File: config.mk
export PLATFORM = sky130hd
export DESIGN_NAME = rammodel_frontend
export DESIGN_NICKNAME = d
export VERILOG_FILES = /design/src/source/rammodel_pkg.sv /design/src/source/rammodel_frontend.sv /design/src/source/rammodel_tm_fixed.sv /design/src/source/rammodel_tracker.sv /design/src/source/ready_valid_fork.sv
export SDC_FILE = /design/constraint.sdc
export NUM_CORES = 1
export LEC_CHECK = 0
export ABC_CLOCK_PERIOD_IN_PS = 3530
export BUFFER_PORTS_ARGS = -buffer_cell sky130_fd_sc_hd__buf_2
export CAP_MARGIN = 20
export CORE_MARGIN = 2
export CORE_UTILIZATION = 51
export DETAILED_ROUTE_END_ITERATION = 10
export GPL_TIMING_DRIVEN = 0
export PLACE_DENSITY = 0.83
export SYNTH_ARGS = -nofsm -noshare
export SYNTH_HDL_FRONTEND = slang
export SYNTH_HIERARCHICAL = 1
export SYNTH_SLANG_ARGS = --single-unit
File: constraint.sdc
create_clock -name target_clk -period 3.53 [get_ports target_clk]
set_clock_uncertainty 0.15 [all_clocks]
set_input_delay 0.353 -clock target_clk [delete_from_list [all_inputs] [get_ports target_clk]]
set_output_delay 0.353 -clock target_clk [all_outputs]
set_load 0.02 [all_outputs]
File: src/source/rammodel_pkg.sv
`default_nettype none

package rammodel_pkg;

    localparam int ADDR_BITS = 10;  // 256 words of 4 bytes
    localparam int DATA_BITS = 32;
    localparam int STRB_BITS = DATA_BITS / 8;
    localparam int ID_BITS   = 4;

    typedef logic [ADDR_BITS-1:0] addr_t;
    typedef logic [DATA_BITS-1:0] data_t;
    typedef logic [STRB_BITS-1:0] strb_t;
    typedef logic [ID_BITS-1:0]   id_t;

    // pairing of AW with W before the write delay starts
    typedef enum logic [1:0] {
        TM_IDLE,
        TM_HAVE_AW,
        TM_HAVE_W,
        TM_COUNTING
    } tm_state_t;

endpackage

`default_nettype wire

File: src/source/rammodel_frontend.sv
`default_nettype none

module rammodel_frontend import rammodel_pkg::*; #(
    parameter int MAX_INFLIGHT = 8,
    parameter int R_DELAY      = 25,
    parameter int W_DELAY      = 3
) (
    input  wire   target_clk,
    input  wire   rst,
    input  wire   arvalid,
    output logic  arready,
    input  wire   id_t arid,
    input  wire   addr_t araddr,
    input  wire   awvalid,
    output logic  awready,
    input  wire   id_t awid,
    input  wire   addr_t awaddr,
    input  wire   wvalid,
    output logic  wready,
    input  wire   data_t wdata,
    input  wire   strb_t wstrb,
    output logic  rvalid,
    input  wire   rready,
    output id_t   rid,
    output data_t rdata,
    output logic  bvalid,
    input  wire   bready,
    output id_t   bid,
    output logic  cmd_valid,
    input  wire   cmd_ready,
    output logic  cmd_write,
    output id_t   cmd_id,
    output addr_t cmd_addr,
    output logic  wd_valid,
    input  wire   wd_ready,
    output data_t wd_data,
    output strb_t wd_strb,
    input  wire   be_rvalid,
    output logic  be_rready,
    input  wire   id_t be_rid,
    input  wire   data_t be_rdata,
    input  wire   be_bvalid,
    output logic  be_bready,
    input  wire   id_t be_bid,
    output logic  rreq_valid,
    output logic  breq_valid
);

    logic trk_arvalid, trk_arready, tm_arvalid, tm_arready;
    logic trk_awvalid, trk_awready, tm_awvalid, tm_awready;
    logic trk_wvalid, trk_wready, tm_wvalid, tm_wready;
    logic trk_rvalid, trk_rready, trk_bvalid, trk_bready;

    // target requests go to both the tracker and the timing model
    ready_valid_fork #(.BRANCHES(2)) fork_ar (
        .target_clk (target_clk),
        .rst        (rst),
        .s_valid    (arvalid),
        .s_ready    (arready),
        .m_valid    ({tm_arvalid, trk_arvalid}),
        .m_ready    ({tm_arready, trk_arready})
    );

    ready_valid_fork #(.BRANCHES(2)) fork_aw (
        .target_clk (target_clk),
        .rst        (rst),
        .s_valid    (awvalid),
        .s_ready    (awready),
        .m_valid    ({tm_awvalid, trk_awvalid}),
        .m_ready    ({tm_awready, trk_awready})
    );

    ready_valid_fork #(.BRANCHES(2)) fork_w (
        .target_clk (target_clk),
        .rst        (rst),
        .s_valid    (wvalid),
        .s_ready    (wready),
        .m_valid    ({tm_wvalid, trk_wvalid}),
        .m_ready    ({tm_wready, trk_wready})
    );

    rammodel_tracker #(.MAX_INFLIGHT(MAX_INFLIGHT)) tracker (
        .target_clk (target_clk),
        .rst        (rst),
        .arvalid    (trk_arvalid),
        .arready    (trk_arready),
        .arid       (arid),
        .araddr     (araddr),
        .awvalid    (trk_awvalid),
        .awready    (trk_awready),
        .awid       (awid),
        .awaddr     (awaddr),
        .wvalid     (trk_wvalid),
        .wready     (trk_wready),
        .wdata      (wdata),
        .wstrb      (wstrb),
        .rvalid     (trk_rvalid),
        .rready     (trk_rready),
        .bvalid     (trk_bvalid),
        .bready     (trk_bready),
        .cmd_valid  (cmd_valid),
        .cmd_ready  (cmd_ready),
        .cmd_write  (cmd_write),
        .cmd_id     (cmd_id),
        .cmd_addr   (cmd_addr),
        .wd_valid   (wd_valid),
        .wd_ready   (wd_ready),
        .wd_data    (wd_data),
        .wd_strb    (wd_strb)
    );

    rammodel_tm_fixed #(
        .MAX_INFLIGHT (MAX_INFLIGHT),
        .R_DELAY      (R_DELAY),
        .W_DELAY      (W_DELAY)
    ) timing_model (
        .target_clk (target_clk),
        .rst        (rst),
        .arvalid    (tm_arvalid),
        .arready    (tm_arready),
        .awvalid    (tm_awvalid),
        .awready    (tm_awready),
        .wvalid     (tm_wvalid),
        .wready     (tm_wready),
        .rreq_valid (rreq_valid),
        .breq_valid (breq_valid)
    );

    // backend responses go back to the target and retire in the tracker
    ready_valid_fork #(.BRANCHES(2)) fork_r (
        .target_clk (target_clk),
        .rst        (rst),
        .s_valid    (be_rvalid),
        .s_ready    (be_rready),
        .m_valid    ({rvalid, trk_rvalid}),
        .m_ready    ({rready, trk_rready})
    );

    ready_valid_fork #(.BRANCHES(2)) fork_b (
        .target_clk (target_clk),
        .rst        (rst),
        .s_valid    (be_bvalid),
        .s_ready    (be_bready),
        .m_valid    ({bvalid, trk_bvalid}),
        .m_ready    ({bready, trk_bready})
    );

    assign rid   = be_rid;
    assign rdata = be_rdata;
    assign bid   = be_bid;

endmodule

`default_nettype wire

File: src/source/rammodel_tm_fixed.sv
`default_nettype none

module rammodel_tm_fixed import rammodel_pkg::*; #(
    parameter int MAX_INFLIGHT = 8,
    parameter int R_DELAY      = 25,
    parameter int W_DELAY      = 3   // at least 2, the pair is queued a cycle late
) (
    input  wire  target_clk,
    input  wire  rst,
    input  wire  arvalid,
    output logic arready,
    input  wire  awvalid,
    output logic awready,
    input  wire  wvalid,
    output logic wready,
    output logic rreq_valid,
    output logic breq_valid
);

    localparam int PW = (MAX_INFLIGHT > 1) ? $clog2(MAX_INFLIGHT) : 1;
    localparam int CW = $clog2(MAX_INFLIGHT + 1);
    localparam int TW = 16;  // due times compare by equality so wrap is harmless

    logic [TW-1:0] now;
    logic [TW-1:0] r_due [2**PW];
    logic [PW-1:0] r_wr;
    logic [PW-1:0] r_rd;
    logic [CW-1:0] r_cnt;
    logic [TW-1:0] w_due [2**PW];
    logic [PW-1:0] w_wr;
    logic [PW-1:0] w_rd;
    logic [CW-1:0] w_cnt;
    logic [TW-1:0] w_pend;
    tm_state_t     state;
    logic          w_space;
    logic          aw_fire;
    logic          w_fire;
    logic          pair_done;

    assign w_space = w_cnt != CW'(MAX_INFLIGHT);
    assign arready = r_cnt != CW'(MAX_INFLIGHT);
    assign awready = (state == TM_IDLE || state == TM_HAVE_W) && w_space;
    assign wready  = (state == TM_IDLE || state == TM_HAVE_AW) && w_space;
    assign aw_fire = awvalid && awready;
    assign w_fire  = wvalid && wready;

    assign pair_done = (state == TM_IDLE && aw_fire && w_fire)
                     || (state == TM_HAVE_AW && w_fire)
                     || (state == TM_HAVE_W && aw_fire);

    // entries are pushed in due order, so only the head can be due
    assign rreq_valid = r_cnt != '0 && r_due[r_rd] == now;
    assign breq_valid = w_cnt != '0 && w_due[w_rd] == now;

    always_ff @(posedge target_clk) begin
        if (rst) begin
            now   <= '0;
            state <= TM_IDLE;
            r_wr  <= '0;
            r_rd  <= '0;
            r_cnt <= '0;
            w_wr  <= '0;
            w_rd  <= '0;
            w_cnt <= '0;
        end else begin
            now <= now + 1'b1;
            case (state)
                TM_IDLE: begin
                    if (pair_done) state <= TM_COUNTING;
                    else if (aw_fire) state <= TM_HAVE_AW;
                    else if (w_fire) state <= TM_HAVE_W;
                end
                TM_HAVE_AW, TM_HAVE_W: begin
                    if (pair_done) state <= TM_COUNTING;
                end
                default: state <= TM_IDLE;  // the pending due time is queued here
            endcase
            r_wr  <= r_wr + PW'(arvalid && arready);
            r_rd  <= r_rd + PW'(rreq_valid);
            r_cnt <= r_cnt + CW'(arvalid && arready) - CW'(rreq_valid);
            w_wr  <= w_wr + PW'(state == TM_COUNTING);
            w_rd  <= w_rd + PW'(breq_valid);
            w_cnt <= w_cnt + CW'(state == TM_COUNTING) - CW'(breq_valid);
        end
    end

    always_ff @(posedge target_clk) begin
        if (arvalid && arready) r_due[r_wr] <= now + TW'(R_DELAY);
        if (pair_done) w_pend <= now + TW'(W_DELAY);
        if (state == TM_COUNTING) w_due[w_wr] <= w_pend;
    end

endmodule

`default_nettype wire

File: src/source/rammodel_tracker.sv
`default_nettype none

module rammodel_tracker import rammodel_pkg::*; #(
    parameter int MAX_INFLIGHT = 8
) (
    input  wire   target_clk,
    input  wire   rst,
    input  wire   arvalid,
    output logic  arready,
    input  wire   id_t arid,
    input  wire   addr_t araddr,
    input  wire   awvalid,
    output logic  awready,
    input  wire   id_t awid,
    input  wire   addr_t awaddr,
    input  wire   wvalid,
    output logic  wready,
    input  wire   data_t wdata,
    input  wire   strb_t wstrb,
    input  wire   rvalid,
    output logic  rready,
    input  wire   bvalid,
    output logic  bready,
    output logic  cmd_valid,
    input  wire   cmd_ready,
    output logic  cmd_write,
    output id_t   cmd_id,
    output addr_t cmd_addr,
    output logic  wd_valid,
    input  wire   wd_ready,
    output data_t wd_data,
    output strb_t wd_strb
);

    localparam int CW = $clog2(MAX_INFLIGHT + 1);

    logic          up;  // stays low through reset so the target sees no ready
    logic [CW-1:0] inflight;
    logic          slot_free;
    logic          take_ar;
    logic          take_aw;

    // the command register can load when it is empty or draining this cycle
    assign slot_free = up && (!cmd_valid || cmd_ready) && inflight != CW'(MAX_INFLIGHT);
    assign arready   = slot_free;
    assign awready   = slot_free && !arvalid;  // reads win a tie
    assign take_ar   = arvalid && arready;
    assign take_aw   = awvalid && awready;

    assign wd_valid = up && wvalid;
    assign wready   = up && wd_ready;
    assign wd_data  = wdata;
    assign wd_strb  = wstrb;

    assign rready = 1'b1;
    assign bready = 1'b1;

    always_ff @(posedge target_clk) begin
        if (rst) begin
            up        <= 1'b0;
            cmd_valid <= 1'b0;
            inflight  <= '0;
        end else begin
            up <= 1'b1;
            if (take_ar || take_aw) begin
                cmd_valid <= 1'b1;
            end else if (cmd_ready) begin
                cmd_valid <= 1'b0;
            end
            inflight <= inflight + CW'(take_ar || take_aw)
                      - CW'(rvalid && rready) - CW'(bvalid && bready);
        end
    end

    always_ff @(posedge target_clk) begin
        if (take_ar) begin
            cmd_write <= 1'b0;
            cmd_id    <= arid;
            cmd_addr  <= araddr;
        end else if (take_aw) begin
            cmd_write <= 1'b1;
            cmd_id    <= awid;
            cmd_addr  <= awaddr;
        end
    end

endmodule

`default_nettype wire

File: src/source/ready_valid_fork.sv
`default_nettype none

module ready_valid_fork #(
    parameter int BRANCHES = 2
) (
    input  wire                 target_clk,
    input  wire                 rst,
    input  wire                 s_valid,
    output logic                s_ready,
    output logic [BRANCHES-1:0] m_valid,
    input  wire  [BRANCHES-1:0] m_ready
);

    logic [BRANCHES-1:0] done;  // branches that already took the current item

    assign m_valid = {BRANCHES{s_valid}} & ~done;
    assign s_ready = &(done | m_ready);

    always_ff @(posedge target_clk) begin
        if (rst) begin
            done <= '0;
        end else if (s_valid && s_ready) begin
            done <= '0;  // every branch has it, start over for the next item
        end else begin
            done <= done | (m_valid & m_ready);
        end
    end

endmodule

`default_nettype wire
; Word level (Yosys, flattened, before mapping)
; Memory sizes are Yosys's and may differ from the RTL's. A register that Yosys moved wholly into a read port is not among the register bits.
; Cells that the tools add are included.
[classes]
muxes = 18
n_eq_ne = 10
addsub = 14
reduce_logical = 48
bitwise = 25
[op_table]
columns = op, n
row1 = 16-bit == test, 2
row2 = 1-bit logical AND, 23
row3 = 2-bit bitwise AND, 10
row4 = 10-bit two-way mux, 2
row5 = 2-bit bitwise OR, 10
row6 = "16-bit by 1-bit adder with 16-bit output, second input constant", 1
row7 = "16-bit by 2-bit adder with 16-bit output, second input constant", 1
row8 = "16-bit by 5-bit adder with 16-bit output, second input constant", 1
row9 = 4-bit by 1-bit subtractor with 4-bit output, 4
row10 = 3-bit by 1-bit adder with 3-bit output, 4
row11 = 4-bit by 1-bit adder with 4-bit output, 3
row12 = "4-bit != test, second input constant", 3
row13 = 2-bit AND reduction, 6
row14 = 2-bit OR reduction, 6
row15 = 2-bit inverter, 5
row16 = 2-bit two-way mux, 4
row17 = 4-bit two-way mux, 2
row18 = 4-bit nonzero test, 2
row19 = 1-bit two-way mux, 7
row20 = 1-bit logical OR, 6
row21 = 3-bit two-way mux, 2
row22 = "2-bit == test, second input constant", 2
row23 = "4-bit by 1-bit != test with 1-bit output, second input constant", 1
row24 = 2-bit one-hot mux with 2 select lines, 1
row25 = 5 further kinds, 7
[totals]
input_bits = 115
output_inout_bits = 102
word_cells = 137
ram_bits = 256
mem_count = 2
ff_bits = 85
[memory_table]
columns = memory, depth, width, rd, rd_ports_with_merged_regs, wr, line
row1 = timing_model.r_due, 8, 16, 1, 1, 1, rammodel_tm_fixed.sv:25  ; logic [TW-1:0] r_due [2**PW];
row2 = timing_model.w_due, 8, 16, 1, 1, 1, rammodel_tm_fixed.sv:29  ; logic [TW-1:0] w_due [2**PW];

; Depth between registers and ports, before layout
[logic_depth]
ltp_word = 10
depth_mapped = 14
mapped_depth_nobuf = 12

; Hierarchy
; Netlist, hierarchy kept.
[modules_own_cells]
columns = mod, instances, seq_area_each_um2, cells_each, area_per_inst_um2
row1 = rammodel_tm_fixed, 1, 8928.6, 785, 12982.5
row2 = rammodel_tracker, 1, 560.5, 109, 1310.0
row3 = ready_valid_fork, 5, 40.0, 11, 96.3
row4 = rammodel_frontend, 1, 0.0, 40, 300.3

; Worst setup path before layout
; OpenSTA, ideal clock, no wires.
[synth_timing]
path_kind = register -> register
from = register, netlist name timing_model/w_rd[1]
to = register timing_model.w_cnt[2]
slack_ns = 0.043
required_time_ns = 3.252
setup_time_ns = 0.128
n_path_buf = 2
stages_incl_launch_ff = 14
arrival_ns = 3.210
synth_period_minus_slack_ns = 3.487
cell_sequence = dfxtp_1 buf_6 buf_6 mux4_2 mux2i_1 xor2_1 nand4_1 nor3_1 xor2_1 ha_1 inv_1 fa_1 xor2_1 nor2_1
[synth_rtl]
columns = item, line
row1 = to (signal assigned), rammodel_tm_fixed.sv:83  ; w_cnt <= w_cnt + CW'(state == TM_COUNTING) - CW'(breq_valid);
row2 = to (decl), rammodel_tm_fixed.sv:32  ; logic [CW-1:0] w_cnt;

==> results.cfg <==
[layout]
syn_to_final_growth_pct = 23.3
fillerInstances = 1877
stdcell_count = 1642
nets = 1377
antenna_cells = 0
drive_gt1_share_pct = 38.4

[die]
pin_count = 217
num_rows = 62
dieArea_sq_um = 30900
die-width_um = 176
start_util_pct = 52.1
die_h_um = 176
fp.coreArea_sq_um = 28900

[yosys]
syn_area_sq_um = 15100
synth-edff-count = 286
yosysUniqueCellTypes = 56
yosysSeqAreaShare_pct = 64.3
yosysTopAreaCell = edfxtp_1
synth-main-ff-cell = edfxtp_1
yosys_register_bits = 341
async_flop_share_pct = 0
syn_avg_cell_area_sq_um = 15.2
netlist.area_leader.share_pct = 57.0
yosys_warnings = 6
postSynthCellCount = 989
synth_area_leaders = edfxtp_1 (57%), dfxtp_1 (7.3%), mux4_2 (5.8%), buf_4 (4.1%), mux2i_1 (3.2%)

[power]
switching_share_pct = 24.1
p_per_area_nw_per_um2 = 529
power_frac_comb_pct = 12.7
power.share.sequential_pct = 49.8
p_switching_uw = 2370
clkPwrFrac_pct = 37.5
peakVddDrop_v = 0.000544
p_int_uw = 7470
totalPowerFinal_uw = 9840
leakage_uw = 0.00677

[route]
routed_via_density = 5.68
wl_per_cell_um = 22.7
drcViolationCount = 0
route.vias.total = 9319
drtIter0Drc = 1077
dr.pass1.iters = 5
wirelength_um = 37300
final_antenna_net_count = 0

[global_route]
first_global_vias = 9133
overflow = 0
antenna_found_initial = 0
grt_max_degree = 20
track_usage_pct = 22.8
grt_pass1_wl_um = 53000

[critical_path]
cp-start-kind = flop
worstPathMaxFanout = 6
critPathMostFrequentCell = buf_12
regToRegSetupSlack_ns = -0.34
reg2reg_from = timing_model/w_rd[1]
crit_start = timing_model/w_rd[1]
crit_path_end = timing_model/w_cnt[3]
worst_path_largest_cell_delay_ns = 0.54
path_cells = buf_12, mux4_2, mux2i_4, xnor2_1, nor4_2, nand4_1, buf_6, buf_12, nor4_4, inv_2, ha_4, a21o_1, a21oi_2, xnor2_2, nor2_1
regToRegEndpoint = timing_model/w_cnt[3]
cp_data_required_time_ns = 3.76
reg2regPathDepth = 15
crit_path_end_kind = flop
critPathKind = flop to flop
cpMaxStageDelayCell = mux4_2
crit_arrival_ns = 4.09

[timing]
fmax_ghz = 0.259
finalHoldViolCount = 2
setup_viol = 4
finalMaxSlewViolations = 0
rsz0062_at_grt = true
tns_ns = -0.971
max-slew-margin-rel_pct = 36.0
period_minus_slack_ns = 3.87
fin_crit_sh_pct = 110
setup_slack_ns = -0.336
holdWs_ns = -0.0135
tightestPinTransition_ns = 0.958

[hold_path]
min_path_type = input pin to flop

[clock_network]
clock_latency_ns = 0.52
clk_path_buf_depth = 3
cts_made_buffers = 34
cts_sinks = 341
clkTransAtPathRegs_ns = 0.07
cts_tree = built
htree_levels = 2
clockRootBuffer = clkbuf_16

[place]
routabilityCongestion = 0.781
numPortBuffers = 140
dp_hpwl_um = 22400
placed_cells = 1534

[run_status]
status = finished, violations left
violations = negative hold slack, negative setup slack

[flow_run]
cap_viol_max_count = 0
==> how the worst min path moves through the flow <==
stage | start | endpoint | cells past startpoint
after floorplan | rst | tracker/up | 1
after CTS | awid[1] | tracker/cmd_id[1] | 2
after global placement | tracker/cmd_write | tracker/cmd_write | 2
after global routing | araddr[3] | tracker/cmd_addr[3] | 2
final | awid[1] | tracker/cmd_id[1] | 2
after detailed placement | tracker/cmd_write | tracker/cmd_write | 2
==> power by group through the flow <==
stage                     Combinational (uW)  Clock [uW]  Sequential, uW
after floorplan                          765           0            4940
after global placement                  1050           0            4940
after detailed placement                1140           0            4960
after global routing                    1350        3860            4920
final                                   1250        3690            4900
after CTS                               1200        3690            4880
==> stage by stage <==
| stage | cell area (sq um) | worst slack [ns] | util (%) |
|---|---|---|---|
| final | 18600 | -0.336 | 64.2 |
| after global routing | 18600 | -0.396 | 64.2 |
| after CTS | 18300 | 0.000928 | 63.1 |
| after detailed placement | 16600 | -0.478 | 57.4 |
| after global placement | 16300 | -0.443 | 56.2 |
| after floorplan | 15100 | 0.0427 | - |
==> routing by layer <==
layer | track usage (%) | routed length, um | vias to the layer above
met4 | 7.33 | 1170 | 0
met5 | 0 | 0 | -
met3 | 3.20 | 2880 | 81
met1 | 28.3 | 13400 | 4672
li1 | - | - | 4079
met2 | 41.2 | 19800 | 487
==> cells in the final DEF (no fill, tap or decap), drive strengths merged, types with 25 or more instances in the layout <==
cell type / count
a21oi: 28
buf: 289
clkbuf: 62
dfxtp: 55
edfxtp: 286
ha: 26
inv: 25
mux2: 30
mux2i: 48
mux4: 44
nor2: 69
nor2b: 26
xnor2: 34
xor2: 38
==> cell families (layout without fill, tap and decap cells) <==
| logic type | Yosys count | count (layout) | synth area share (%) |
|---|---|---|---|
| xor+xnor | 72 | 72 | 4.18 |
| simple gates | 193 | 193 | 6.52 |
| mux | 122 | 122 | 12.4 |
| compound gates | 83 | 83 | 3.59 |
| buf+inv | 147 | 415 | 6.33 |
| fa+ha+maj | 30 | 30 | 2.69 |
| flops | 341 | 341 | 64.3 |
| other cells | 1 | 2 | 0.0249 |
==> repair_timing <==
item                                   CTS  global route
hold buffers                            22             1
endpoints found under the hold margin   13             1
gates resized for setup                 47            53
pin swaps                                5            17
cloned                                   1             1
setup buffers                           13             9
setup endpoints to repair               12             8
==> cells in the mapped netlist (3+ instances only) <==
library cell	instances
fa_1	4
buf_4	82
a21o_1	3
nand3_1	9
ha_1	26
inv_1	25
edfxtp_1	286
mux2_4	10
nor2_1	69
a221oi_1	7
nand2_1	22
o2bb2ai_1	3
clkbuf_1	14
mux4_2	39
nor2b_1	26
nor3_1	17
mux2_2	20
and2_1	5
nand2b_1	10
dfxtp_1	55
o22ai_1	6
xor2_1	38
mux2i_1	48
nand4_1	9
o21ai_0	11
buf_1	4
buf_6	7
a21oi_1	28
o21a_1	11
xnor2_1	34
or3_1	10
o22a_1	5
mux4_1	5
buf_2	13
==> worst max-delay path, delay by kind of cell (launching register included) <==
family	cells	cell delay, ns
compound gates	2	0.45
xor+xnor	2	0.27
fa+ha+maj	1	0.25
buf+inv	4	0.57
flops	1	0.38
mux	2	0.78
simple gates	4	0.87
==> cell type report <==
type	count	area (sq um)	share of cell area [%]
plain buffers	122	957	5.15
clock buffers	46	960	5.16
clock inverters	16	178	0.956
inverters	25	93.8	0.505
multi-input cells	502	4780	25.7
flip-flops and latches	341	9700	52.2
well taps	384	480	2.58
repair buffers	206	1440	7.75
==> state kept, by name, indices dropped and copies added, names as in the netlist, 3 cells and up <==
signal               cells
timing_model/r_due     128
timing_model/w_due     128
timing_model/now        16
timing_model/w_pend     16
tracker/cmd_addr        10
timing_model/r_cnt       4
timing_model/w_cnt       4
tracker/cmd_id           4
tracker/inflight         4
timing_model/r_rd        3
timing_model/r_wr        3
timing_model/w_rd        3
timing_model/w_wr        3
Power figures use the tool's default switching activity.
